**src/hw/malu_settings.svh**
```systemverilog
`ifndef MALU_SETTINGS_SVH
`define MALU_SETTINGS_SVH

// one lane is Q5.11 fixed point, a RAM word carries two lanes
`define MALU_LANE_W      16
`define MALU_WORD_W      32
`define MALU_ADDR_W      16
`define MALU_BANK_DEPTH  65536

// command codes
`define MALU_CMD_IDLE    3'd0
`define MALU_CMD_MADD    3'd2
`define MALU_CMD_RELU    3'd4
`define MALU_CMD_LOAD    3'd5

`endif
```
**src/hw/malu_pkg.sv**
```systemverilog
`include "malu_settings.svh"

package malu_pkg;

    typedef logic signed [`MALU_LANE_W-1:0] lane_t;
    typedef logic [`MALU_ADDR_W-1:0] addr_t;
    typedef logic [2:0] cmd_t;

    // RAM word, raw or as two lanes
    typedef union packed {
        logic [`MALU_WORD_W-1:0] raw;
        struct packed {
            lane_t hi;
            lane_t lo;
        } lanes;
    } word_u;

    // matrix shape, rows in the upper half and lanes per row in the lower
    typedef union packed {
        logic [2*`MALU_ADDR_W-1:0] raw;
        struct packed {
            addr_t length;
            addr_t width;
        } dim;
    } size_u;

    // one-hot {done, busy, idle}
    typedef enum logic [2:0] {
        ST_IDLE = 3'b001,
        ST_BUSY = 3'b010,
        ST_DONE = 3'b100
    } status_t;

endpackage

```
**src/hw/malu_lane_ops.sv**
```systemverilog
`timescale 1ns/100ps
`include "malu_settings.svh"

module malu_lane_ops (
    input  logic            clk,
    input  logic            arst_n,
    input  logic            i_busy,
    input  malu_pkg::cmd_t  i_cmd,
    input  logic            i_rd_valid,
    input  malu_pkg::word_u i_rd_data,
    output malu_pkg::word_u o_res,
    output logic            o_res_valid
);
    import malu_pkg::*;

    logic  data_valid;
    logic  pair_half;
    logic  res_valid_q;
    logic  is_add;
    logic  is_relu;
    logic  take;
    word_u first_q;
    word_u res_nxt;
    word_u res_q;

    function automatic lane_t relu_lane(lane_t x);
        return (x < 0) ? lane_t'(0) : x;
    endfunction

    assign is_add  = (i_cmd == `MALU_CMD_MADD);
    assign is_relu = (i_cmd == `MALU_CMD_RELU);

    // add needs the m2 word of a pair before it has a result
    assign take = i_busy && data_valid && (is_relu || (is_add && pair_half));

    always_comb begin
        res_nxt = i_rd_data;
        if (is_add) begin
            res_nxt.lanes.hi = first_q.lanes.hi + i_rd_data.lanes.hi;
            res_nxt.lanes.lo = first_q.lanes.lo + i_rd_data.lanes.lo;
        end else begin
            res_nxt.lanes.hi = relu_lane(i_rd_data.lanes.hi);
            res_nxt.lanes.lo = relu_lane(i_rd_data.lanes.lo);
        end
    end

    always_ff @(posedge clk or negedge arst_n) begin
        if (!arst_n) begin
            data_valid  <= 1'b0;
            pair_half   <= 1'b0;
            res_valid_q <= 1'b0;
        end else begin
            data_valid  <= i_rd_valid;
            res_valid_q <= take;
            if (!i_busy) begin
                pair_half <= 1'b0;
            end else if (data_valid && is_add) begin
                pair_half <= ~pair_half;
            end
        end
    end

    always_ff @(posedge clk) begin
        if (data_valid && is_add && !pair_half) begin
            first_q <= i_rd_data;
        end
        if (take) begin
            res_q <= res_nxt;
        end
    end

    assign o_res = res_q;
    // results still in flight once the count is met are dropped
    assign o_res_valid = res_valid_q && i_busy;

endmodule

```
**config.mk**
```make
export PLATFORM = sky130hd
export DESIGN_NAME = malu_lane_ops
export DESIGN_NICKNAME = d
export VERILOG_FILES = /design/src/hw/malu_pkg.sv /design/src/hw/malu_lane_ops.sv
export VERILOG_INCLUDE_DIRS = /design/src /design/src/hw
export SDC_FILE = /design/constraint.sdc
export NUM_CORES = 1
export LEC_CHECK = 0
export ABC_AREA = 1
export BUFFER_PORTS_ARGS = -buffer_cell sky130_fd_sc_hd__buf_2
export CORE_AREA = 10 10 103 105
export DETAILED_ROUTE_END_ITERATION = 10
export DIE_AREA = 0 0 113 115
export PLACE_DENSITY_LB_ADDON = 0.3
export SLEW_MARGIN = 5
export SYNTH_ARGS = -nofsm -noshare
export SYNTH_HDL_FRONTEND = slang
export SYNTH_SLANG_ARGS = --single-unit
```
**constraint.sdc**
```tcl
create_clock -name clk -period 2.37 [get_ports clk]
set_input_delay 0.237 -clock clk [delete_from_list [all_inputs] [get_ports clk]]
set_output_delay 0.237 -clock clk [all_outputs]
set_load 0.1 [all_outputs]
```
==> out/metrics.yaml <==
h-tree-depth: 3
synth_xor_area_share_pct: 0.8130
max_freq_mhz: 505.8
yosys.area_share.simple_pct: 27.93
setup_ws_ns: 0.3931
num_rows: 34
avgSynthCellArea_sq_um: 8.271
power.total_mw: 2.599
worst_hold_slack_ns: 0.1044
critPathMaxStageDelay_ns: 0.39
preCtsSetupSlack_ns: 0.3910
powerDensity_nw_per_um2: 522.9
fillerInstances: 761
cts_tree: "built"
drive_gt1_share_pct: 17.87
slowest_stage: "fa_1"
crit_fanout: 4
crit_type: "flop to flop"
relSlewSlack_pct: 66.81
drt_iter0_drc: 183
r2r_start: "first_q[0]"
post-route-min-period_ns: 1.977
track_usage_pct: 15.75
synth_cell_types: 32
syn_inst: 521
ant_nets: 0
diodes: 0
avgViaCountPerCell: 5.071
syn-cell-area_sq_um: 4309
synth-main-ff-cell: "edfxtp_1"
final-setup-viol-count: 0
finalCritPeriodShare_pct: 83.41
synth_adder_area_share_pct: 9.640
min_path_type: "input port to flop"
fin_skew_ns: 0.01042
io_pins: 72
maxSlewViolCount: 0
routed_wirelength_um: 10050
grt_max_degree: 23
hpwl_um: 7590
min_from: "i_rd_data[24]"
reg2reg_slack_ns: 0.39
synth_nets: 592
multi_input_area_sq_um: 1948
cts.path.max_buffers: 2
async_flop_share_pct: 4.478
vdd_drop_max_uv: 266.3
synth_compound_area_share_pct: 6.562
final_cell_mix: "nand2_1 (196), inv_1 (82), buf_2 (71)"
ys_warn_count: 0
start_kind: "flop"
synth-edff-count: 64
core_sq_um: 8551
worstRegToRegCells: 10
grt_first_pass_wirelength_um: 16920
tightestPinTransition_ns: 0.5014
synth_top_family_by_area: "simple AND/OR/NAND/NOR gates"
rr_endpoint: "o_res[14]"
hold_depth: 1
status: "finished clean"
globalplace.congestion: 0.8906
wl_per_cell_um: 14.00
clk_root_buffer_cell: "clkbuf_8"
port_buffers: 71
ff_latch_area_sq_um: 1997
die_h_um: 115
syn_to_final_growth_pct: 15.33
vias: 3641
crit_top_cell: "nand2_1"
clkTransAtPathRegs_ns: 0.08
seq_area_frac_synth_pct: 46.34
cp.arrival_ns: 2.07
grt_pass1_vias: 3661
worstPathRequired_ns: 2.46
drv_cap: 0
start_util_pct: 50.40
crit_path_end_kind: "flop"
antenna_found_initial: 0
synth.mux.area_fraction_pct: 0
setup_tns_ns: 0
leakage_nw: 2.511
cts_sinks: 67
hold_end: "first_q[24]"
grt-ovfl-total: 0
dieArea_sq_um: 13000
num-nets-final: 677
grt_setup_unrepaired: "no"
clk_latency_ns: 0.34
drt-pass1-iter-count: 4
fp.dieW_um: 113
synth_seq_cells: 67
numCtsBuffers: 9
drc: 0
finalHoldViolCount: 0
final_common_cell: "nand2_1"
cp_cell_sequence: "ha_1, fa_1, nand2_1, nand2_1, nand3_1, nand2_1, nand2_1, nand3_1, nand3_1, nand2_1"
-- synth_stat cells (3+ instances only) --
cell type | count | share of area, %
edfxtp_1 | 64 | 45
nor2_2 | 4 | 0.58
o21ai_0 | 7 | 0.81
o21ai_1 | 3 | 0.35
nand3_1 | 33 | 3.8
nand2_2 | 4 | 0.58
nor2_1 | 27 | 2.4
a22o_1 | 6 | 1.2
inv_1 | 82 | 7.1
a21oi_1 | 24 | 2.8
nand2_1 | 196 | 17
nand3b_1 | 4 | 0.70
dfrtp_1 | 3 | 1.7
xor2_1 | 4 | 0.81
ha_1 | 30 | 8.7
nand4_1 | 4 | 0.58
-- worst max-delay path, delay by kind of cell (launching register included) --
family	cells	cell delay, ns
adder cells (fa/ha/maj)	2	0.62
flip-flops	1	0.37
AND/OR/NAND/NOR	8	0.75
-- metrics by stage --
stage	instances	instance area, sq um	util, %
2_1_floorplan	521	4313	-
6_report	718	4970	58.12
3_5_place_dp	701	4798	56.12
4_1_cts	718	4970	58.12
3_3_place_gp	701	4798	56.12
5_1_grt	718	4970	58.12
-- area by class of cell --
class                      instances  area share [%]
clock inverter                     3          0.3273
inverter                          84           6.395
timing repair buffer              79           8.459
clock buffer                      12           2.719
sequential                        67           40.18
tap                              108           2.719
multi-input combinational        365           39.20
-- where the power goes --
part / switching (mW) / internal, mW
logic: 0.317 / 0.158
clock network: 0.424 / 0.370
registers: 0.00657 / 1.32
-- cell families (layout without fill, tap and decap cells) --
| kind of cell | after synthesis | count (layout) |
|---|---|---|
| compound gates | 47 | 47 |
| simple gates | 282 | 282 |
| fa+ha+maj | 32 | 32 |
| xor+xnor | 4 | 4 |
| flops | 67 | 67 |
| buf+inv | 89 | 178 |
-- sequential cells by signal, summed over array words and instances, names as in the netlist --
signal / flops
o_res: 32
data_valid: 1
res_valid_q: 1
first_q: 32
pair_half: 1
-- worst max path at each step --
stage                  from         to
3_3_place_gp   i_rd_data[0]  o_res[14]
6_report         first_q[0]  o_res[14]
3_5_place_dp   i_rd_data[0]  o_res[14]
5_1_grt         first_q[16]  o_res[26]
2_1_floorplan      i_cmd[2]   o_res[0]
4_1_cts          first_q[0]  o_res[14]
-- layer usage --
layer	wire [um]	up-vias	share of wire, %	track usage (%)
li1	-	1859	-	-
met1	4971	1662	49	21.09
met2	4387	107	44	25.12
met3	563	13	5.6	2.813
met4	129	0	1.3	5.499
met5	0	-	0	0
-- what timing repair did --
action,4_1_cts,5_1_grt
resized for setup,0,0
endpoints found under the hold margin,4,0
hold buffers,2,0
buffers inserted,0,0
(Power assumes the default switching activity.)
