<file path="config.mk">
export PLATFORM = sky130hd
export DESIGN_NAME = malu_bank_route
export DESIGN_NICKNAME = d
export VERILOG_FILES = /design/src/hw/malu_pkg.sv /design/src/hw/malu_bank_route.sv
export VERILOG_INCLUDE_DIRS = /design/src /design/src/hw
export SDC_FILE = /design/constraint.sdc
export NUM_CORES = 1
export LEC_CHECK = 0
export BUFFER_PORTS_ARGS = -buffer_cell sky130_fd_sc_hd__buf_4
export CORE_AREA = 2 2 203 205
export DETAILED_ROUTE_END_ITERATION = 7
export DIE_AREA = 0 0 205 207
export MAX_ROUTING_LAYER = met4
export PLACE_DENSITY_LB_ADDON = 0.1
export SYNTH_ARGS = -nofsm -noshare
export SYNTH_HDL_FRONTEND = slang
export SYNTH_SLANG_ARGS = --single-unit
</file>
<file path="constraint.sdc">
create_clock -name vclk -period 1.9
set_clock_uncertainty 0.2 [all_clocks]
set_input_delay 0.38 -clock vclk [all_inputs]
set_output_delay 0.38 -clock vclk [all_outputs]
set_load 0.05 [all_outputs]
</file>
<file path="src/hw/malu_settings.svh">
`ifndef MALU_SETTINGS_SVH
`define MALU_SETTINGS_SVH

// one lane is Q5.11 fixed point, a RAM word carries two lanes
`define MALU_LANE_W      16
`define MALU_WORD_W      32
`define MALU_ADDR_W      16
`define MALU_BANK_DEPTH  65536

// command codes
`define MALU_CMD_IDLE    3'd0
`define MALU_CMD_MADD    3'd2
`define MALU_CMD_RELU    3'd4
`define MALU_CMD_LOAD    3'd5

`endif
</file>
<file path="src/hw/malu_pkg.sv">
`include "malu_settings.svh"

package malu_pkg;

    typedef logic signed [`MALU_LANE_W-1:0] lane_t;
    typedef logic [`MALU_ADDR_W-1:0] addr_t;
    typedef logic [2:0] cmd_t;

    // RAM word, raw or as two lanes
    typedef union packed {
        logic [`MALU_WORD_W-1:0] raw;
        struct packed {
            lane_t hi;
            lane_t lo;
        } lanes;
    } word_u;

    // matrix shape, rows in the upper half and lanes per row in the lower
    typedef union packed {
        logic [2*`MALU_ADDR_W-1:0] raw;
        struct packed {
            addr_t length;
            addr_t width;
        } dim;
    } size_u;

    // one-hot {done, busy, idle}
    typedef enum logic [2:0] {
        ST_IDLE = 3'b001,
        ST_BUSY = 3'b010,
        ST_DONE = 3'b100
    } status_t;

endpackage

</file>
<file path="src/hw/malu_bank_route.sv">
`timescale 1ns/100ps

module malu_bank_route (
    input  logic            i_busy_or_start,
    input  logic            i_bank_sel,
    input  malu_pkg::addr_t i_rd_addr,
    input  logic            i_rd_ce,
    input  malu_pkg::addr_t i_wr_addr,
    input  logic            i_wr_en,
    input  malu_pkg::word_u i_wr_data,
    input  malu_pkg::addr_t i_host0_addr,
    input  logic            i_host0_ce,
    input  logic            i_host0_we,
    input  malu_pkg::word_u i_host0_d,
    input  malu_pkg::addr_t i_host1_addr,
    input  logic            i_host1_ce,
    input  logic            i_host1_we,
    input  malu_pkg::word_u i_host1_d,
    input  malu_pkg::word_u i_bank0_q0,
    input  malu_pkg::word_u i_bank0_q1,
    input  malu_pkg::word_u i_bank1_q0,
    input  malu_pkg::word_u i_bank1_q1,
    output malu_pkg::addr_t o_bank0_addr0,
    output logic            o_bank0_ce0,
    output malu_pkg::addr_t o_bank0_addr1,
    output logic            o_bank0_ce1,
    output logic            o_bank0_we1,
    output malu_pkg::word_u o_bank0_d1,
    output malu_pkg::addr_t o_bank1_addr0,
    output logic            o_bank1_ce0,
    output malu_pkg::addr_t o_bank1_addr1,
    output logic            o_bank1_ce1,
    output logic            o_bank1_we1,
    output malu_pkg::word_u o_bank1_d1,
    output malu_pkg::word_u o_core_q,
    output malu_pkg::word_u o_host0_q,
    output malu_pkg::word_u o_host1_q
);

    // core reads on port 0 of the active bank, the other bank stays quiet
    assign o_bank0_addr0 = i_bank_sel ? '0 : i_rd_addr;
    assign o_bank0_ce0   = i_rd_ce && !i_bank_sel;
    assign o_bank1_addr0 = i_bank_sel ? i_rd_addr : '0;
    assign o_bank1_ce0   = i_rd_ce && i_bank_sel;
    assign o_core_q      = i_bank_sel ? i_bank1_q0 : i_bank0_q0;

    // port 1 is the core write port while running, otherwise the host port
    always_comb begin
        if (i_busy_or_start) begin
            o_bank0_addr1 = i_wr_addr;
            o_bank0_ce1   = i_wr_en && !i_bank_sel;
            o_bank0_we1   = i_wr_en && !i_bank_sel;
            o_bank0_d1    = i_wr_data;
            o_bank1_addr1 = i_wr_addr;
            o_bank1_ce1   = i_wr_en && i_bank_sel;
            o_bank1_we1   = i_wr_en && i_bank_sel;
            o_bank1_d1    = i_wr_data;
        end else begin
            o_bank0_addr1 = i_host0_addr;
            o_bank0_ce1   = i_host0_ce;
            o_bank0_we1   = i_host0_we;
            o_bank0_d1    = i_host0_d;
            o_bank1_addr1 = i_host1_addr;
            o_bank1_ce1   = i_host1_ce;
            o_bank1_we1   = i_host1_we;
            o_bank1_d1    = i_host1_d;
        end
    end

    // host sees zero while the core owns the banks
    assign o_host0_q = i_busy_or_start ? '0 : i_bank0_q1;
    assign o_host1_q = i_busy_or_start ? '0 : i_bank1_q1;

endmodule

</file>
==> results.cfg <==
[power_and_ir_drop]
irDropWorstVdd_uv = 124
leakagePower_nw = 4.21
power_density_mw_per_mm2 = 375
p_total_mw = 2.87

[global_route]
track_usage_pct = 8.80
grt_pass1_wl_um = 28000
grt_max_degree = 24
grt_pass1_vias = 4697
antenna_found_initial = 0
overflow = 0

[cells_and_area]
nets = 1229
drive_gt1_share_pct = 81.1
n_antenna_cell = 0
multi_input_area_mm2 = 0.00234
regArea_um2 = 0
clock_buffers = 0
design_area_mm2 = 0.00764
area_delta_synth_final_pct = 173
n_sequential_cell = 0
fillers = 4671

[timing]
fin_tns_setup_ps = 0
post-route-period-util_pct = 96.2
slew_headroom_pct = 78.7
finalSetupViolCount = 0
final-hold-violation-count = 0
tightest_slew_ps = 319
slew_violations = 0
fin_crit_ps = 1830
max_freq_ghz = 0.547
grt_setup_unrepaired = no

[synthesis]
synthXorXnorAreaFrac_pct = 0
synth_fa_ha_area_share_pct = 0
synth_seq_area_share_pct = 0
synth_area_mm2 = 0.00280
syn_avg_cell_area_um2 = 6.81
syn_inst = 412
synth_warnings = 0
synth_compound_gate_area_share_pct = 28.3
synthMuxAreaShare_pct = 17.1
syn_nets = 708
synth_top_family_by_area = simple AND/OR/NAND/NOR gates
yosys.area_share.simple_pct = 28.6
synth_cell_types = 16

[worst_hold_path]
min_to = o_bank1_addr0[10]
worstHoldPathType = in -> out
whs_path_depth = 3
min_from = i_rd_addr[10]

[placed_design]
detailed_place_hpwl_um = 18200
place_area_mm2 = 0.00762
globalplace.congestion = 0.764
place.port_buffers = 526

[status]
status = finished clean

[drt]
drc = 0
met3_length_um = 1470
wl_per_cell_um = 13.6
wl_met1_um = 6290
highest_layer = met4
wl_met2_um = 11900
antenna_left = 0
firstDrtPassIters = 4
routed_wl_um = 20000
drt_iter0_markers = 106
vias_per_cell = 3.11
num_vias = 4553

[worst_setup_path]
crit_type = in -> out
critPathArrivalTime_ps = 1250
startpoint_type = input port
crit_fanout = 23
required_ps = 1320
end_kind = primary output

[floorplanning]
rows = 74
die_width_um = 205
pin_count = 526
start_util_pct = 6.95
core_area_mm2 = 0.0404
dieArea_mm2 = 0.0424
die_y_um = 207

[job]
cap_violations = 0

[cts]
cts_hold_buf = 0
post_cts_buffers = 0
-- metal layers --
metal / track usage (%) / up-vias
met5: - / -
met4: 1.04 / 0
met3: 1.13 / 12
met2: 19.2 / 243
met1: 7.94 / 1980
li1: - / 2318
-- cells in the mapped netlist --
master    count  share of area [%]
inv_1       100                 13
nor2b_1      81                 18
o21ai_2      74                 23
nand2_1      49                6.6
mux2_4       32                 17
buf_6        20                8.0
o21ai_1      20                3.6
and2_1       17                3.8
buf_12        4                2.9
buf_2         4               0.71
o21ai_0       4               0.71
clkbuf_1      2               0.27
o22ai_2       2               0.89
buf_8         1               0.54
clkbuf_2      1               0.18
nand3_1       1               0.18
-- worst max-delay path by stage --
stage                    startpoint                to  cells after the start
global placement    i_busy_or_start     o_bank0_d1[0]                      5
finish              i_busy_or_start    o_bank0_d1[24]                      5
CTS                 i_busy_or_start    o_bank0_d1[24]                      5
floorplan           i_busy_or_start     o_bank0_d1[6]                      4
detailed placement  i_busy_or_start  o_bank1_addr1[6]                      5
global route        i_busy_or_start     o_bank1_d1[1]                      5
-- kinds of logic after synthesis --
logic type	count (synthesis)
buf+inv	132
compound gates	100
simple gates	148
mux	32
-- layout by cell type (no fill, tap or decap) --
master	n
buf_12	9
inv_1	100
nor2b_1	4
buf_4	539
o22ai_2	2
nor2b_2	77
mux2_4	32
o21ai_2	93
o21ai_1	5
buf_6	3
and2_1	17
nand3_1	1
nand2_1	49
-- critical path, cell delays in order --
cell and delay (ps):
buf_12 150, buf_12 170, buf_4 180, o21ai_2 130, buf_4 210
-- layout make-up --
class / instances / area share, %
inverter: 100 / 4.91
tap: 532 / 8.71
timing repair buffer: 551 / 55.8
multi-input combinational: 280 / 30.6
-- metrics by stage --
step	setup WS [ps]	hold WS [ps]	std cells	utilization, %
finish	71.8	935	1463	18.9
CTS	6.13	936	1463	18.9
floorplan	-179	777	412	-
global route	30.2	943	1463	18.9
global placement	7.20	935	1463	18.9
detailed placement	-4.25	936	1463	18.9
-- repair_timing --
item | in CTS | in global routing
endpoints found under the setup margin | 4 | 21
hold endpoints to repair | 0 | 0
gates cloned | 0 | 0
gates resized for setup | 1 | 3
-- where the power goes --
part	total (mW)	switching (mW)	leakage, nW	internal (mW)
Clock	0	0	0	0
Sequential	0	0	0	0
Combinational	2.87	1.75	4.21	1.12
(Power assumes the default switching activity.)
