`src/hw/malu_settings.svh`:
```
`ifndef MALU_SETTINGS_SVH
`define MALU_SETTINGS_SVH

// one lane is Q5.11 fixed point, a RAM word carries two lanes
`define MALU_LANE_W      16
`define MALU_WORD_W      32
`define MALU_ADDR_W      16
`define MALU_BANK_DEPTH  65536

// command codes
`define MALU_CMD_IDLE    3'd0
`define MALU_CMD_MADD    3'd2
`define MALU_CMD_RELU    3'd4
`define MALU_CMD_LOAD    3'd5

`endif
```
`src/hw/malu_pkg.sv`:
```
`include "malu_settings.svh"

package malu_pkg;

    typedef logic signed [`MALU_LANE_W-1:0] lane_t;
    typedef logic [`MALU_ADDR_W-1:0] addr_t;
    typedef logic [2:0] cmd_t;

    // RAM word, raw or as two lanes
    typedef union packed {
        logic [`MALU_WORD_W-1:0] raw;
        struct packed {
            lane_t hi;
            lane_t lo;
        } lanes;
    } word_u;

    // matrix shape, rows in the upper half and lanes per row in the lower
    typedef union packed {
        logic [2*`MALU_ADDR_W-1:0] raw;
        struct packed {
            addr_t length;
            addr_t width;
        } dim;
    } size_u;

    // one-hot {done, busy, idle}
    typedef enum logic [2:0] {
        ST_IDLE = 3'b001,
        ST_BUSY = 3'b010,
        ST_DONE = 3'b100
    } status_t;

endpackage

```
`src/hw/malu_addr_gen.sv`:
```
`timescale 1ns/100ps
`include "malu_settings.svh"

module malu_addr_gen (
    input  logic            clk,
    input  logic            arst_n,
    input  logic            i_en,
    input  logic            i_busy,
    input  malu_pkg::cmd_t  i_cmd,
    input  logic            i_res_valid,
    input  malu_pkg::addr_t i_m1_address,
    input  malu_pkg::addr_t i_m2_address,
    input  malu_pkg::addr_t i_dest_address,
    output malu_pkg::addr_t o_rd_addr,
    output logic            o_rd_ce,
    output malu_pkg::addr_t o_wr_addr
);
    import malu_pkg::*;

    addr_t m1_ptr;
    addr_t m2_ptr;
    addr_t dest_ptr;
    logic  op_sel;
    logic  is_add;
    logic  start;

    assign is_add = (i_cmd == `MALU_CMD_MADD);
    assign start  = !i_busy && i_en;

    // one read per busy cycle, add takes m1 and m2 in turn
    always_ff @(posedge clk or negedge arst_n) begin
        if (!arst_n) begin
            m1_ptr <= '0;
            m2_ptr <= '0;
            op_sel <= 1'b0;
        end else if (start) begin
            m1_ptr <= i_m1_address;
            m2_ptr <= i_m2_address;
            op_sel <= 1'b0;
        end else if (i_busy) begin
            if (is_add && op_sel) begin
                m2_ptr <= m2_ptr + addr_t'(1);
            end else begin
                m1_ptr <= m1_ptr + addr_t'(1);
            end
            op_sel <= is_add && !op_sel;
        end
    end

    // destination steps once per written result
    always_ff @(posedge clk or negedge arst_n) begin
        if (!arst_n) begin
            dest_ptr <= '0;
        end else if (start) begin
            dest_ptr <= i_dest_address;
        end else if (i_res_valid) begin
            dest_ptr <= dest_ptr + addr_t'(1);
        end
    end

    assign o_rd_addr = (is_add && op_sel) ? m2_ptr : m1_ptr;
    assign o_rd_ce   = i_busy;
    assign o_wr_addr = dest_ptr;

endmodule

```
`config.mk`:
```
export PLATFORM = sky130hd
export DESIGN_NAME = malu_addr_gen
export DESIGN_NICKNAME = d
export VERILOG_FILES = /design/src/hw/malu_pkg.sv /design/src/hw/malu_addr_gen.sv
export VERILOG_INCLUDE_DIRS = /design/src /design/src/hw
export SDC_FILE = /design/constraint.sdc
export NUM_CORES = 1
export LEC_CHECK = 0
export BUFFER_PORTS_ARGS = -buffer_cell sky130_fd_sc_hd__buf_2
export CAP_MARGIN = 40
export CELL_PAD_IN_SITES_DETAIL_PLACEMENT = 1
export CELL_PAD_IN_SITES_GLOBAL_PLACEMENT = 1
export CORE_UTILIZATION = 38
export CTS_BUF_LIST = sky130_fd_sc_hd__clkbuf_8 sky130_fd_sc_hd__clkbuf_16
export CTS_CLUSTER_DIAMETER = 50
export DETAILED_ROUTE_END_ITERATION = 12
export GPL_TIMING_DRIVEN = 0
export PLACE_DENSITY = 0.81
export SKIP_CTS_REPAIR_TIMING = 1
export SKIP_LAST_GASP = 1
export SYNTH_ARGS = -nofsm -noshare
export SYNTH_HDL_FRONTEND = slang
export SYNTH_SLANG_ARGS = --single-unit
```
`constraint.sdc`:
```
create_clock -name clk -period 2.3 [get_ports clk]
set_input_delay 0 -clock clk [delete_from_list [all_inputs] [get_ports clk]]
set_output_delay 0 -clock clk [all_outputs]
set_load 0.005 [all_outputs]
```
==> flow_metrics.tcl <==
set metrics [dict create \
    detail_route.vias_per_cell 5.54 \
    detailed_router_s_first_iteration_violation_count 148 \
    worst-endpoint-arrival_ns 2.02 \
    cells_after_synth 395 \
    finalSetupTns_ns 0 \
    yosysTopAreaCell "dfrtp_1" \
    failed_checks "negative hold slack" \
    achievable_clock_frequency_mhz 495 \
    design.core.area_um2 7850 \
    commonest_non_fill_non_tap_cells_in_the_layout "97 x nand2_1, 88 x buf_2, 49 x dfrtp_1" \
    fp.dieArea_um2 8610 \
    timing.slew.headroom_pct 56.2 \
    synth_area_um2 3130 \
    holdCritPathClass "in2reg" \
    grt_first_pass_wirelength_mm 16.9 \
    ff2ff_setup_slack_ns 0.28 \
    part_of_the_power_in_registers_pct 47.4 \
    fin_hold_ws_ns -0.0347 \
    layout_setup_ws_ns 0.281 \
    synth.net_count 454 \
    cts-htree-levels 2 \
    worst_ir_drop_vdd_mv 0.256 \
    finalNetCount 578 \
    cellPowerDensity_nw_per_um2 614 \
    grt_start_max_net_pins 35 \
    routability_congestion_estimate 0.854 \
    drt-wirelength-per-cell_um 17.4 \
    yosysWarnings 0 \
    critical_path.reg2reg.endpoint "m2_ptr[12]$_DFFE_PN0P_" \
    finalMaxSlewViolations 0 \
    gr-usage-all-layers_pct 25.1 \
    syn_area_per_cell_um2 7.93 \
    cts_max_path_buffers 2 \
    starting_density_of_the_core_pct 39.9 \
    placementRows 32 \
    required_ns 2.30 \
    clock_share_of_power_pct 20.7 \
    timing.rr.start "m2_ptr[0]$_DFFE_PN0P_" \
    num_antenna_cells 0 \
    globalRouteOverflowTotal 0 \
    synth.lib_cells_used.distinct 43 \
    io-pin-count 89 \
    post_route_cells_drive_above_1_share_pct 20.2 \
    total_of_flip_flops_plus_latches_after_synthesis 49 \
    fin_skew_ns 0.0122 \
    num_vias 3448 \
    placement.io_buffers 86 \
    worst_hold_path.num_cells 3 \
    comb_power_share_pct 31.9 \
    clock_tree_from_tritoncts "done" \
    dpl-instance-area_um2 3710 \
    stdcell_area_um2 4100 \
    first_pass_iters 4 \
    synth_top_area_share_pct 39.2 \
    startpoint_type "flip-flop" \
    holdPathEnd "m2_ptr[8]$_DFFE_PN0P_" \
    setup.worst_path.end_class "primary output" \
    pre_cts_slack_ns 0.293 \
    route.final.wire_length_mm 10.8 \
    fin_crit_sh_pct 87.8 \
    path_clk_slew_ns 0.09 \
    synth_sequential_area_ratio_pct 39.2 \
    timing.setup.critical_path_class "reg2out" \
    die_y_um 92.8 \
    holdCritStartpoint "i_m2_address[8]" \
    worstRegToRegCells 5 \
    minimum_clock_period_after_layout_ns 2.02 \
    run_status "finished with violations" \
    layout.core_utilization_pct 52.3 \
    cell_internal_pwr_mw 1.57 \
    total_leakage_power_nw 1.73 \
    transition_time_of_the_tightest_slew_check_pin_ns 0.652 \
    areaGrowthSynthToFinish_pct 31.0 \
    grt_setup_unrepaired "false" \
    placed_wire_length_estimate_mm 7.90 \
    floorplan.die.width_um 92.8 \
    path_max_fanout 10 \
    clk_latency_ns 0.31 \
    first_global_vias 3416 \
    numClockSinks 49 \
    final_antenna_net_count 0 \
    power.net_switching_mw 0.946 \
    cts_made_buffers 5 \
    layout.cells.most_common "nand2_1" \
    final-hold-violation-count 9 \
    antenna_found_initial 0 \
    root_buffer "clkbuf_8" \
    post_synth_main_area_contributors "dfrtp_1 39%, nand2_1 12%, o21ai_0 5.4%" \
    remaining_drc_errors 0 \
    maxCapViolCount 0 \
    fill_cells 1016 \
    setup_viol_count_final 0 \
    netSwitchingFraction_pct 37.5 \
]
## through the flow
| stage | cells | total power, mW |
|---|---|---|
| floorplan | 395 | 1.60 |
| global placement | 583 | 1.92 |
| detailed placement | 584 | 1.96 |
| CTS | 592 | 2.48 |
| global route | 622 | 2.68 |
| finish | 622 | 2.52 |
## area by class of cell
type	count	area, um^2	area share [%]
Multi-Input combinational cell	313	1770	43.1
Sequential cell	49	1230	29.9
Timing Repair Buffer	118	761	18.5
Tap cell	102	128	3.11
Buffer	28	121	2.96
Clock buffer	5	68.8	1.68
Inverter	4	15.0	0.366
Clock inverter	3	13.8	0.336
## synth_stat cells
cell type	instances
and4_1	3
or2_2	1
or4_4	1
nor2_1	11
o31ai_1	2
nand2_1	97
a22oi_1	1
o311ai_0	1
nand3b_1	1
o31a_1	1
a31oi_1	10
xnor2_1	18
buf_2	2
ha_1	3
nand2b_1	5
nor4_1	8
o22ai_1	3
xor2_1	8
nand4bb_1	2
a31o_2	1
or3_1	6
and2_1	1
buf_1	3
nor4_2	1
nor2b_1	13
o211a_1	1
nor4bb_1	1
o211ai_1	3
or4_1	3
clkbuf_1	21
nor3_1	10
a21o_1	1
dfrtp_1	49
mux2i_1	3
nand3_1	14
inv_1	4
a311oi_1	1
buf_4	3
a211oi_1	12
o21ai_0	34
a21oi_1	14
nand4_1	14
and3_1	4
## how the worst max path moves through the flow
stage                                startpoint                endpoint  depth (start not counted)
final                        op_sel$_DFFE_PN0P_            o_rd_addr[3]                          6
after global routing         op_sel$_DFFE_PN0P_            o_rd_addr[3]                          6
after global placement    m2_ptr[0]$_DFFE_PN0P_  m2_ptr[14]$_DFFE_PN0P_                          5
after detailed placement  m2_ptr[0]$_DFFE_PN0P_  m2_ptr[12]$_DFFE_PN0P_                          5
after floorplan           m2_ptr[0]$_DFFE_PN0P_  m2_ptr[12]$_DFFE_PN0P_                          5
after CTS                    op_sel$_DFFE_PN0P_           o_rd_addr[14]                          6
## power by group through the flow
stage          combinational (mW)  sequential [mW]  clock (mW)
2_1_floorplan               0.449             1.15           0
3_3_place_gp                0.725             1.20           0
3_5_place_dp                0.756             1.21           0
4_1_cts                     0.760             1.19       0.529
5_1_grt                     0.900             1.22       0.560
6_report                    0.804             1.19       0.522
## state kept, by name, summed over array words and instances (netlist names)
signal,flops
m1_ptr,16
m2_ptr,16
o_wr_addr,16
op_sel,1
## cells by family after synthesis
logic type	share of synthesized area (%)
compound gates	16.3
xor+xnor	7.27
fa+ha+maj	1.20
buf+inv	4.39
flops	39.2
mux	0.959
simple gates	30.8
## layer usage
metal | GRT usage, % | up-vias | wire length (um)
li1 | - | 1646 | -
met1 | 31.9 | 1700 | 4770
met4 | 8.72 | 0 | 186
met2 | 44.0 | 87 | 5470
met5 | 0 | - | 0
met3 | 2.79 | 15 | 401
## critical path, cell delays in order (launching register included)
cell and delay [ns]:
dfrtp_1 0.44, nand4bb_1 0.29, clkbuf_2 0.30, clkbuf_1 0.35, nand2_1 0.13, nand2_1 0.10
buf_2 0.11
Power figures use the tool's default switching activity.
