==> src/hw/malu_settings.svh <==
`ifndef MALU_SETTINGS_SVH
`define MALU_SETTINGS_SVH

// one lane is Q5.11 fixed point, a RAM word carries two lanes
`define MALU_LANE_W      16
`define MALU_WORD_W      32
`define MALU_ADDR_W      16
`define MALU_BANK_DEPTH  65536

// command codes
`define MALU_CMD_IDLE    3'd0
`define MALU_CMD_MADD    3'd2
`define MALU_CMD_RELU    3'd4
`define MALU_CMD_LOAD    3'd5

`endif
==> src/hw/malu_pkg.sv <==
`include "malu_settings.svh"

package malu_pkg;

    typedef logic signed [`MALU_LANE_W-1:0] lane_t;
    typedef logic [`MALU_ADDR_W-1:0] addr_t;
    typedef logic [2:0] cmd_t;

    // RAM word, raw or as two lanes
    typedef union packed {
        logic [`MALU_WORD_W-1:0] raw;
        struct packed {
            lane_t hi;
            lane_t lo;
        } lanes;
    } word_u;

    // matrix shape, rows in the upper half and lanes per row in the lower
    typedef union packed {
        logic [2*`MALU_ADDR_W-1:0] raw;
        struct packed {
            addr_t length;
            addr_t width;
        } dim;
    } size_u;

    // one-hot {done, busy, idle}
    typedef enum logic [2:0] {
        ST_IDLE = 3'b001,
        ST_BUSY = 3'b010,
        ST_DONE = 3'b100
    } status_t;

endpackage

==> src/hw/malu_ctrl.sv <==
`timescale 1ns/100ps
`include "malu_settings.svh"

module malu_ctrl (
    input  logic              clk,
    input  logic              arst_n,
    input  logic              i_en,
    input  malu_pkg::cmd_t    i_command,
    input  malu_pkg::size_u   i_m1_size,
    input  logic              i_res_valid,
    output malu_pkg::status_t o_status,
    output malu_pkg::cmd_t    o_cmd,
    output logic              o_busy,
    output malu_pkg::addr_t   o_width,
    output logic              o_bank_sel
);
    import malu_pkg::*;

    status_t state;
    status_t state_nxt;
    cmd_t    cmd_q;
    size_u   size_q;
    addr_t   col_cnt;
    addr_t   row_cnt;
    addr_t   words_per_row;
    logic    start;
    logic    has_datapath;
    logic    row_end;
    logic    finish;
    logic    load_flag;
    logic    bank_sel_q;

    assign start = (state == ST_IDLE) && i_en;

    // two lanes per word
    assign words_per_row = size_q.dim.width >> 1;
    assign row_end = (col_cnt == words_per_row);
    assign has_datapath = (cmd_q == `MALU_CMD_RELU) || (cmd_q == `MALU_CMD_MADD);

    // load and unknown codes produce no results and end at once
    assign finish = !has_datapath ||
                    (i_res_valid && row_end && (row_cnt == size_q.dim.length));

    always_comb begin
        state_nxt = state;
        case (state)
            ST_IDLE: if (i_en) state_nxt = ST_BUSY;
            ST_BUSY: if (finish) state_nxt = ST_DONE;
            ST_DONE: state_nxt = ST_IDLE;
            default: state_nxt = ST_IDLE;
        endcase
    end

    always_ff @(posedge clk or negedge arst_n) begin
        if (!arst_n) begin
            state     <= ST_IDLE;
            cmd_q     <= `MALU_CMD_IDLE;
            load_flag <= 1'b0;
        end else begin
            state <= state_nxt;
            if (start) begin
                cmd_q     <= i_command;
                load_flag <= (i_command == `MALU_CMD_LOAD);
            end else if (state == ST_DONE) begin
                load_flag <= 1'b0;
            end
        end
    end

    always_ff @(posedge clk) begin
        if (start) begin
            size_q <= i_m1_size;
        end
    end

    // result position inside the matrix, both counters start at one
    always_ff @(posedge clk or negedge arst_n) begin
        if (!arst_n) begin
            col_cnt <= addr_t'(1);
            row_cnt <= addr_t'(1);
        end else if (state == ST_DONE) begin
            col_cnt <= addr_t'(1);
            row_cnt <= addr_t'(1);
        end else if ((state == ST_BUSY) && i_res_valid) begin
            if (row_end) begin
                col_cnt <= addr_t'(1);
                row_cnt <= row_cnt + addr_t'(1);
            end else begin
                col_cnt <= col_cnt + addr_t'(1);
            end
        end
    end

    // swap banks as a load leaves done
    always_ff @(posedge clk or negedge arst_n) begin
        if (!arst_n) begin
            bank_sel_q <= 1'b0;
        end else if ((state == ST_DONE) && load_flag) begin
            bank_sel_q <= ~bank_sel_q;
        end
    end

    assign o_status   = state;
    assign o_busy     = (state == ST_BUSY);
    assign o_cmd      = cmd_q;
    assign o_width    = size_q.dim.width;
    assign o_bank_sel = bank_sel_q;

endmodule

==> config.mk <==
export PLATFORM = sky130hd
export DESIGN_NAME = malu_ctrl
export DESIGN_NICKNAME = d
export VERILOG_FILES = /design/src/hw/malu_pkg.sv /design/src/hw/malu_ctrl.sv
export VERILOG_INCLUDE_DIRS = /design/src /design/src/hw
export SDC_FILE = /design/constraint.sdc
export NUM_CORES = 1
export LEC_CHECK = 0
export ABC_AREA = 1
export BUFFER_PORTS_ARGS = -buffer_cell sky130_fd_sc_hd__buf_2
export CAP_MARGIN = 10
export CORE_MARGIN = 5
export CORE_UTILIZATION = 55
export CTS_CLUSTER_SIZE = 10
export DETAILED_ROUTE_END_ITERATION = 6
export PLACE_DENSITY = 0.82
export SYNTH_ARGS = -nofsm -noshare
export SYNTH_HDL_FRONTEND = slang
export SYNTH_SLANG_ARGS = --single-unit
==> constraint.sdc <==
create_clock -name clk -period 2.3 [get_ports clk]
set_input_delay 0.115 -clock clk [delete_from_list [all_inputs] [get_ports clk]]
set_output_delay 0.115 -clock clk [all_outputs]
set_load 0.03 [all_outputs]
==> results of run 1 <==
[area by class of cell]
type / instances / area [µm²]
timing repair buffer: 102 / 698
fill: 528 / 2090
inverter: 69 / 259
multi-input combinational: 315 / 1490
clock inverter: 4 / 55.1
tap: 96 / 120
sequential: 72 / 1970
clock buffer: 12 / 188
[through the flow]
| stage | setup slack (ns) | hold slack [ns] | power (W) | utilization |
|---|---|---|---|---|
| finish | 0.416 | 0.0388 | 0.00405 | 0.696 |
| CTS | 0.402 | 0.0347 | 0.00407 | 0.696 |
| global placement | 0.457 | 0.291 | 0.00283 | 0.609 |
| global route | 0.216 | 0.0465 | 0.00428 | 0.696 |
| floorplan | 0.146 | -0.181 | 0.00263 | - |
| detailed placement | 0.427 | 0.293 | 0.00287 | 0.609 |
[where the power goes]
group	switching, W	total, W	internal [W]
Sequential	0.000167	0.00181	0.00164
Combinational	0.000731	0.00108	0.000346
Clock	0.000493	0.00116	0.000668
Total	0.00139	0.00405	0.00266
[kinds of logic after synthesis]
logic type,Yosys count,synth area share
compound gates,41,0.0598
xor+xnor,18,0.0403
fa+ha+maj,2,0.00639
buf+inv,92,0.116
flops,72,0.502
simple gates,254,0.275
[synth_stat cells]
library cell / count / share of area
clkbuf_2: 1 / 0.0013
nor3_4: 1 / 0.0042
nand2_1: 135 / 0.13
nor2_2: 2 / 0.0032
buf_2: 1 / 0.0013
inv_1: 65 / 0.062
and3_1: 1 / 0.0016
nand2_4: 2 / 0.0058
inv_2: 4 / 0.0038
nor3_1: 22 / 0.028
buf_4: 16 / 0.031
o21ai_0: 25 / 0.032
xor2_1: 16 / 0.036
dfstp_2: 3 / 0.020
buf_6: 4 / 0.012
o21ai_2: 6 / 0.013
o21ai_1: 2 / 0.0026
nor4_1: 2 / 0.0032
ha_1: 2 / 0.0064
o21bai_1: 1 / 0.0019
buf_12: 1 / 0.0051
edfxtp_1: 32 / 0.25
dfrtp_1: 37 / 0.24
nand4_1: 5 / 0.0080
nor2_1: 57 / 0.055
a31oi_1: 1 / 0.0016
a21oi_1: 5 / 0.0064
nand3_2: 1 / 0.0026
xnor2_1: 2 / 0.0045
or2_2: 1 / 0.0016
nand2_2: 2 / 0.0032
nand3_1: 23 / 0.029
o31ai_1: 1 / 0.0019
[sequential cells by signal, indices dropped and copies added, names as in the netlist]
| signal | count |
|---|---|
| load_flag | 1 |
| o_cmd | 3 |
| col_cnt | 16 |
| o_status | 3 |
| row_cnt | 16 |
| size_q | 32 |
| o_bank_sel | 1 |
[per-layer routing]
layer | part of all wire | wire length [µm] | up-vias
met4 | 0.019 | 160 | 0
met5 | 0 | 0 | -
met1 | 0.43 | 3710 | 1500
met3 | 0.052 | 448 | 13
met2 | 0.50 | 4280 | 102
li1 | - | - | 1674
[worst max path at each step]
stage                      startpoint         end  slack [ns]  cells after the start
after floorplan           o_status[0]   size_q[0]        0.15                      4
after global placement     col_cnt[0]  col_cnt[8]        0.46                     10
after detailed placement   col_cnt[0]  col_cnt[8]        0.43                     10
after CTS                  col_cnt[0]  col_cnt[8]        0.40                     10
after global routing      o_status[0]  col_cnt[9]        0.22                      7
final                      col_cnt[0]  col_cnt[8]        0.42                     10
[critical path: cells and delay by family (launching register included)]
| kind | cells | cell delay (ns) |
|---|---|---|
| buf+inv | 1 | 0.06 |
| simple gates | 9 | 1.15 |
| flops | 1 | 0.56 |
[timing repair]
| action | in CTS | in global routing |
|---|---|---|
| endpoints found under the hold margin | 71 | 0 |
| resized for setup | 0 | 0 |
| setup endpoints to repair | 0 | 0 |
| hold buffers | 35 | 0 |
[placed cells by master (no fill, tap or decap)]
cell	count
inv_6	1
nor4_1	2
dfrtp_1	37
or2_2	1
clkbuf_8	10
and3_1	1
dlygate4sd3_1	35
o31ai_1	1
inv_1	65
nand4_1	5
nand2_4	2
buf_2	62
xor2_1	16
buf_4	5
nand3_2	1
bufinv_16	1
clkinvlp_4	1
dfstp_2	3
inv_2	4
o21bai_1	1
ha_1	2
nor3_4	1
o21ai_0	25
xnor2_1	2
nand2_2	2
edfxtp_1	32
nor3_1	22
a31oi_1	1
o21ai_2	6
clkinv_4	1
o21ai_1	2
nand3_1	23
clkbuf_16	2
nand2_1	135
nor2_2	2
a21oi_1	5
nor2_1	57
==> impl_metrics.toml, run 1 <==
[detailed_routing]
wl_mm = 8.60
routedWlPerCell_um = 12.8
remaining_drc_errors = 0
ant_nets = 0
drt_iter0_markers = 195
dr.pass1.iters = 5
vias = 3289
viasPerCell = 4.91

[logic_synthesis]
syn_area_um2 = 3910
ys_seq_area_frac = 0.502
synth_seq_cells = 72
yosys_warnings = 0
syn_nets = 520
yosysUniqueCellTypes = 33
synthCells = 479
synth_area_per_cell_um2 = 8.17

[cts]
cts_post_setup_buffers_inserted = 0
cts_root_buffer = "clkbuf_8"
clk_latency_ns = 0.35
cts_buffers = 9
cts_max_level = 3
clk_pin_slew_ns = 0.08
clkSinkCount = 72
tritoncts = "built"
clock_path_buffers = 2

[job]
drv_cap = 0

[hold_path]
min_from = "i_command[1]"
holdPathStages = 3
whs_endpoint = "o_cmd[1]"
min_path_type = "in2reg"

[placed_design]
port_buffers = 62
place_hpwl_mm = 6.15
globalplace.congestion = 0.916
dp_cells = 619
placed_cell_area_um2 = 4190

[global_routing]
grt_pass1_vias = 3288
grt_pass1_wl_mm = 14.5
grt.busiest_layer = "met2"
grt_max_degree = 41
grtUsageMet3 = 0.0382
use_met1 = 0.259
met2_usage = 0.357
grt_use_total = 0.210
antenna_found_initial = 0
grt-ovfl-total = 0

[worst_setup_path]
r2r_end = "col_cnt[8]"
crit_path_max_fanout = 15
crit_top_cell = "nand2_1"
critPathArrivalTime_ns = 2.13
crit_path_start_kind = "flip-flop"
cp.required_ns = 2.55
reg2reg_slack_ns = 0.42
end_kind = "flip-flop"
path_cells = "inv_1 > nand2_1 > nand2_1 > nor2_1 > nand2_1 > nor2_2 > nand2_2 > nand2_1 > nand2_1 > and3_1"
critical_path.max_stage_delay_ns = 0.56
r2r.worst_path.cells = 10
worst_path_max_delay_cell = "dfstp_2"
reg2reg_from = "col_cnt[0]"
crit_type = "reg2reg"

[layout]
fin_nets = 610
n_antenna_cell = 0
final_layout_size_suffix_gt1_frac = 0.183
postLayoutCellArea_um2 = 4780
syn_to_final_growth_pct = 22.1
stdcell_count = 670

[floorplan]
initial_core_util = 0.570
fp-row-count = 30
die_x_um = 94.3
coreArea_um2 = 6870
dieArea_um2 = 8900
ios = 63
die-height_um = 94.3

[timing]
drv_slew = 0
tns_ns = 0
worst_pin_slew_ns = 0.932
finalCritPeriodShare = 0.819
max-slew-margin-rel = 0.379
report.final.hold_viol_count = 0
min_period_ns = 1.88
fin_skew_ns = 0.0102
setup_viol = 0
rsz0062_at_grt = "false"
fmax_ghz = 0.531

[power_and_ir_drop]
ir_worst_vdd_uv = 809
powerDensity_nw_per_um2 = 847
p_leak_nw = 2.21

[status]
status = "completed"
No activity file was read; power rests on OpenSTA's default activity.
==> run 2: changes to the inputs <==
ABC_AREA = 0   (was 1)
CORE_UTILIZATION = 50   (was 55)
PLACE_DENSITY = 0.8   (was 0.82)
clock period = 1.6 ns   (was 2.3 ns; I/O delays follow)
==> run 2 against run 1 <==
The flow now finishes with violations (negative setup slack). Final cell count fell by 19%. Register-to-register slack got worse by 0.87 ns. Sequential cell count did not move. First-iteration DRC count fell by 37%. Clock skew fell by 0.0020 ns. Critical endpoint is now row_cnt[8].
==> impl_metrics.toml, run 2 <==
[status]
status = "finished with violations"
violations = "negative setup slack"

[global_routing]
grt_pass1_wl_mm = 14.3
grt_pass1_vias = 3035
grt_use_total = 0.214
grt_max_degree = 41
antenna_found_initial = 0
grt-ovfl-total = 0

[layout]
final_layout_size_suffix_gt1_frac = 0.388
n_antenna_cell = 0
reg_top3 = "size_q (32), col_cnt (16), row_cnt (16)"
top_register = "size_q"
fin_nets = 497
layout_common_cells = "buf_4 (66), buf_2 (61), dlygate4sd3_1 (36)"
syn_to_final_growth_pct = 48.5
stdcell_count = 541
layout_commonest_cell = "buf_4"
postLayoutCellArea_um2 = 5090
fillers = 409
utilization = 0.758
largest_register_ffs = 32

[cts]
cts_root_buffer = "clkbuf_8"
cts_buffers = 9
cts_max_level = 3
clk_latency_ns = 0.35
clkSinkCount = 72
clock_path_buffers = 2
tritoncts = "built"
clk_pin_slew_ns = 0.08

[worst_setup_path]
path_cells = "xor2_1 > nor4_2 > nand4_1 > buf_6 > or4_1 > a21oi_1"
cp.required_ns = 1.87
crit_type = "reg2reg"
crit_path_max_fanout = 30
crit_path_start_kind = "flip-flop"
reg2reg_slack_ns = -0.45
critPathBufInv = 1
end_kind = "flip-flop"
worst_path_max_delay_cell = "dfstp_2"
crit_family = "simple AND/OR/NAND/NOR gates"
critPathArrivalTime_ns = 2.32
critical_path.max_stage_delay_ns = 0.55
reg2reg_from = "col_cnt[0]"
startpoint = "col_cnt[0]"

[detailed_routing]
drt_iter0_markers = 123
wl_mm = 8.79
viasPerCell = 5.40
ant_nets = 0
routedWlPerCell_um = 16.2
dr.pass1.iters = 5
remaining_drc_errors = 0
vias = 2920

[timing]
tns_ns = -11.33
setup_viol = 69
worst_pin_slew_ns = 0.526
rsz0062_at_grt = "true"
drv_slew = 0
finalCritPeriodShare = 1.28
fmax_ghz = 0.487
finalWorstSetupSlack_ns = -0.453
min_period_ns = 2.05
max-slew-margin-rel = 0.649
report.final.hold_viol_count = 0
fin_skew_ns = 0.00815

[logic_synthesis]
yosysUniqueCellTypes = 36
ys_top_cells_by_area = "edfxtp_1 (28%), dfrtp_1 (27%), xor2_1 (6.4%)"
synth_ff_type = "dfrtp_1"
yosysTopAreaCellShare = 0.280
synth-edff-count = 32
yosys_warnings = 0
synth_area_per_cell_um2 = 11.6
syn_area_um2 = 3430
synth_common_cells = "dfrtp_1 (37), edfxtp_1 (32), xor2_1 (25)"
syn_nets = 336
ys_seq_area_frac = 0.574
synthCells = 295
synth_seq_cells = 72
synthMostInstantiatedCell = "dfrtp_1"
synth_top_cell_by_area = "edfxtp_1"
synth-async-reset-ratio = 0.556

[placed_design]
dp_cells = 483
placed_cell_area_um2 = 4330
port_buffers = 62
pre_cts_ws_ns = -0.452
place_hpwl_mm = 5.56
globalplace.congestion = 0.812

[hold_path]
min_from = "i_res_valid"
min_path_type = "in2reg"

[power_and_ir_drop]
powerDensity_nw_per_um2 = 1280
ir_worst_vdd_uv = 1120
p_leak_nw = 2.21

[floorplan]
die-height_um = 92.8
ios = 63
fp-row-count = 30
coreArea_um2 = 6720
die_x_um = 92.8
initial_core_util = 0.510
dieArea_um2 = 8610

[job]
drv_cap = 0
-- run 2: changes by cell type in the layout (fill, tap and decap cells not counted), sizes merged, moves of 13 or more --
cell	previous run	this run
xnor2	2	21
nor3	23	1
nand2	139	17
o21ai	33	4
inv	70	1
buf	67	141
nor2	59	19
or4	0	13
-- run 2: path summary, 6_finish.rpt --
check,depth (start not counted),endpoint
min reg2reg,1,o_bank_sel
min,3,o_status[2]
max reg2reg,6,row_cnt[8]
max,6,row_cnt[8]
min in group asynchronous,3,row_cnt[3]
max in group asynchronous,3,o_status[1]
-- run 2: cells by family after synthesis --
logic type	after synthesis	share of synthesized area
and+or+nand+nor	105	0.170
DFF	72	0.574
xor gates and xnor gates	46	0.118
AOI/OAI and AO/OA	38	0.0697
buffers and inverters	28	0.0489
muxes	4	0.0128
adders and majority gates	2	0.00730
-- run 2: final cells by class --
cell class / instances / area [µm²] / share of cell area
multi-input cells: 195 / 1380 / 0.271
clock inverters: 7 / 120 / 0.0236
clock buffers: 9 / 124 / 0.0243
inverters: 1 / 3.75 / 0.000737
repair buffers: 177 / 1400 / 0.274
well taps: 80 / 100 / 0.0197
flip-flops and latches: 72 / 1970 / 0.387
-- run 2: metrics by stage --
step | power (W) | hold WS (ns)
3_5_place_dp | 0.00439 | 0.181
4_1_cts | 0.00649 | 0.0831
2_1_floorplan | 0.00372 | -0.216
6_report | 0.00652 | 0.0939
5_1_grt | 0.00680 | 0.0899
3_3_place_gp | 0.00432 | 0.172
-- run 2: repair_timing --
| action | CTS | global route |
|---|---|---|
| endpoints found under the setup margin | 69 | 72 |
| resized for setup | 12 | 9 |
| pin swaps | 0 | 3 |
| hold endpoints to repair | 72 | 0 |
| gates cloned | 3 | 0 |
| buffers inserted | 3 | 1 |
| hold buffers | 36 | 0 |
-- run 2: metal layers --
layer,up-vias,GRT usage,wire (µm)
met5,-,0,0
met4,0,0.0733,212
met3,23,0.0658,404
met2,77,0.364,4500
met1,1431,0.256,3660
li1,1389,-,-
-- run 2: worst min-delay path, delay by kind of cell --
kind	cells	cell delay, ns
buffers and inverters	1	0.12
and+or+nand+nor	1	0.12
AOI/OAI and AO/OA	1	0.09
-- run 2: power breakdown --
group	internal [W]	total (W)	switching [W]
Sequential	0.00236	0.00260	0.000242
Combinational	0.00105	0.00217	0.00112
Clock	0.00104	0.00175	0.000712
==> run 3: changes to the inputs <==
MAX_ROUTING_LAYER = met4   (was not set)
REMOVE_ABC_BUFFERS = 1   (was not set)
==> run 3 against run 2 <==
The flow still finishes with violations (negative setup slack). Sequential share of layout area down 0.42 points. Setup slack worse by 0.12 ns. Sequential cell count unchanged. Clock-buffer cell count up 4. Non-clock buffer count down 7. Final area up 1.0%. Via count up 8.7%. Largest cell class unchanged.
==> impl_metrics.toml, run 3 (same netlist as run 2, synthesis figures left out) <==
[layout]
fillers = 370
largest_register_ffs = 32
syn_to_final_growth_pct = 50.1
reg_top3 = "size_q (32), col_cnt (16), row_cnt (16)"
stdcell_count = 534
layout_common_cells = "buf_2 (62), buf_4 (57), dfrtp_1 (36), dlygate4sd3_1 (36), edfxtp_1 (32)"
top_register = "size_q"
fin_nets = 490
layout_commonest_cell = "buf_2"
n_antenna_cell = 0
final_layout_size_suffix_gt1_frac = 0.421

[detailed_routing]
vias = 3173
remaining_drc_errors = 0
drt_iter0_markers = 367
viasPerCell = 5.94
ant_nets = 0
routedWlPerCell_um = 20.0
wl_mm = 10.7
dr.pass1.iters = 5

[worst_setup_path]
cp.depth = 7
crit_path_start_kind = "flip-flop"
critPathArrivalTime_ns = 2.46
worst_path_max_delay_cell = "or4_4"
startpoint = "size_q[13]"
reg2reg_slack_ns = -0.57
critical_path.max_stage_delay_ns = 0.47
crit_family = "simple AND/OR/NAND/NOR gates"
r2r_end = "row_cnt[10]"
crit_path_max_fanout = 8
reg2reg_from = "size_q[13]"
r2r.worst_path.cells = 7
crit_type = "reg2reg"
path_cells = "xor2_1 > nor4_2 > nand4_1 > buf_6 > buf_16 > or4_4 > a21oi_2"
endpoint = "row_cnt[10]"
end_kind = "flip-flop"
critPathBufInv = 2
cp.required_ns = 1.89

[timing]
setup_viol = 45
rsz0062_at_grt = "true"
worst_pin_slew_ns = 0.346
fin_skew_ns = 0.00777
min_period_ns = 2.17
finalCritPeriodShare = 1.36
max-slew-margin-rel = 0.767
report.final.hold_viol_count = 0
drv_slew = 0
tns_ns = -17.68
fmax_ghz = 0.461
finalWorstSetupSlack_ns = -0.569

[global_routing]
grt_pass1_wl_mm = 14.7
grt-ovfl-total = 0
antenna_found_initial = 0
grt_max_degree = 41
grt_use_total = 0.229
grt_pass1_vias = 3048

[cts]
clock_path_buffers = 2
clk_latency_ns = 0.36
tritoncts = "built"
cts_root_buffer = "clkbuf_8"
cts_max_level = 3
cts_buffers = 9
clkSinkCount = 72
clk_pin_slew_ns = 0.07

[floorplan]
initial_core_util = 0.510
fp-row-count = 30
dieArea_um2 = 8610
die_x_um = 92.8
die-height_um = 92.8
ios = 63
coreArea_um2 = 6720

[hold_path]
min_from = "i_res_valid"
min_path_type = "in2reg"

[job]
drv_cap = 0

[placed_design]
port_buffers = 62
place_hpwl_mm = 5.52
globalplace.congestion = 0.885
dp_cells = 470

[power_and_ir_drop]
powerDensity_nw_per_um2 = 1240
power_w = 0.00639
ir_worst_vdd_uv = 1270
p_leak_nw = 2.24

[status]
status = "finished with violations"
violations = "negative setup slack"
[run 3: cell count changes in the layout (fill, tap and decap cells not counted), moves of 3 or more]
cell,before,now
or4_1,13,3
clkbuf_16,0,3
or4_4,0,10
buf_4,66,57
a21oi_2,2,10
clkbuf_1,0,3
o31ai_1,13,3
o31ai_2,0,10
a21oi_1,13,5
[run 3: worst min path at each step]
stage	endpoint	depth (start not counted)
6_report	o_status[2]	3
5_1_grt	o_status[2]	3
4_1_cts	o_status[2]	3
3_5_place_dp	col_cnt[11]	2
3_3_place_gp	col_cnt[6]	2
2_1_floorplan	col_cnt[10]	0
[run 3: worst min-delay path: stages]
cell	delay, ns
buf_2	0.12
nand4b_1	0.13
a21boi_1	0.07
[run 3: layout make-up]
type	count	area, µm²	share of cell area
timing repair buffer	170	1370	0.267
clock buffer	13	149	0.0290
tap	80	100	0.0195
sequential	72	1970	0.382
clock inverter	3	65.1	0.0127
multi-input combinational	195	1490	0.289
inverter	1	3.75	0.000730
[run 3: report_power, final]
part	internal [W]	total [W]	switching (W)
Combinational	0.00102	0.00217	0.00115
Sequential	0.00236	0.00262	0.000266
Clock	0.000921	0.00160	0.000676
[run 3: timing repair]
item,in CTS,in global routing
pin swaps,2,24
setup endpoints to repair,35,70
resized for setup,14,41
endpoints found under the hold margin,76,0
buffers inserted,3,2
cloned,3,5
hold buffers,36,0
[run 3: per-layer routing]
| layer | part of all wire | up-vias | track usage |
|---|---|---|---|
| met4 | 0.046 | 0 | 0.125 |
| li1 | - | 1380 | - |
| met2 | 0.49 | 198 | 0.372 |
| met1 | 0.39 | 1541 | 0.270 |
| met5 | 0 | - | - |
| met3 | 0.078 | 54 | 0.0406 |
[run 3: metrics by stage]
step | utilization | hold slack (ns) | worst slack, ns | area, µm²
after floorplan | - | -0.216 | -3.42 | 3260
after global placement | 0.623 | 0.0636 | -0.560 | 4190
after detailed placement | 0.623 | 0.0698 | -0.714 | 4190
after CTS | 0.728 | 0.0674 | -0.540 | 4890
after global routing | 0.765 | 0.0998 | -0.682 | 5140
final | 0.765 | 0.0847 | -0.569 | 5140
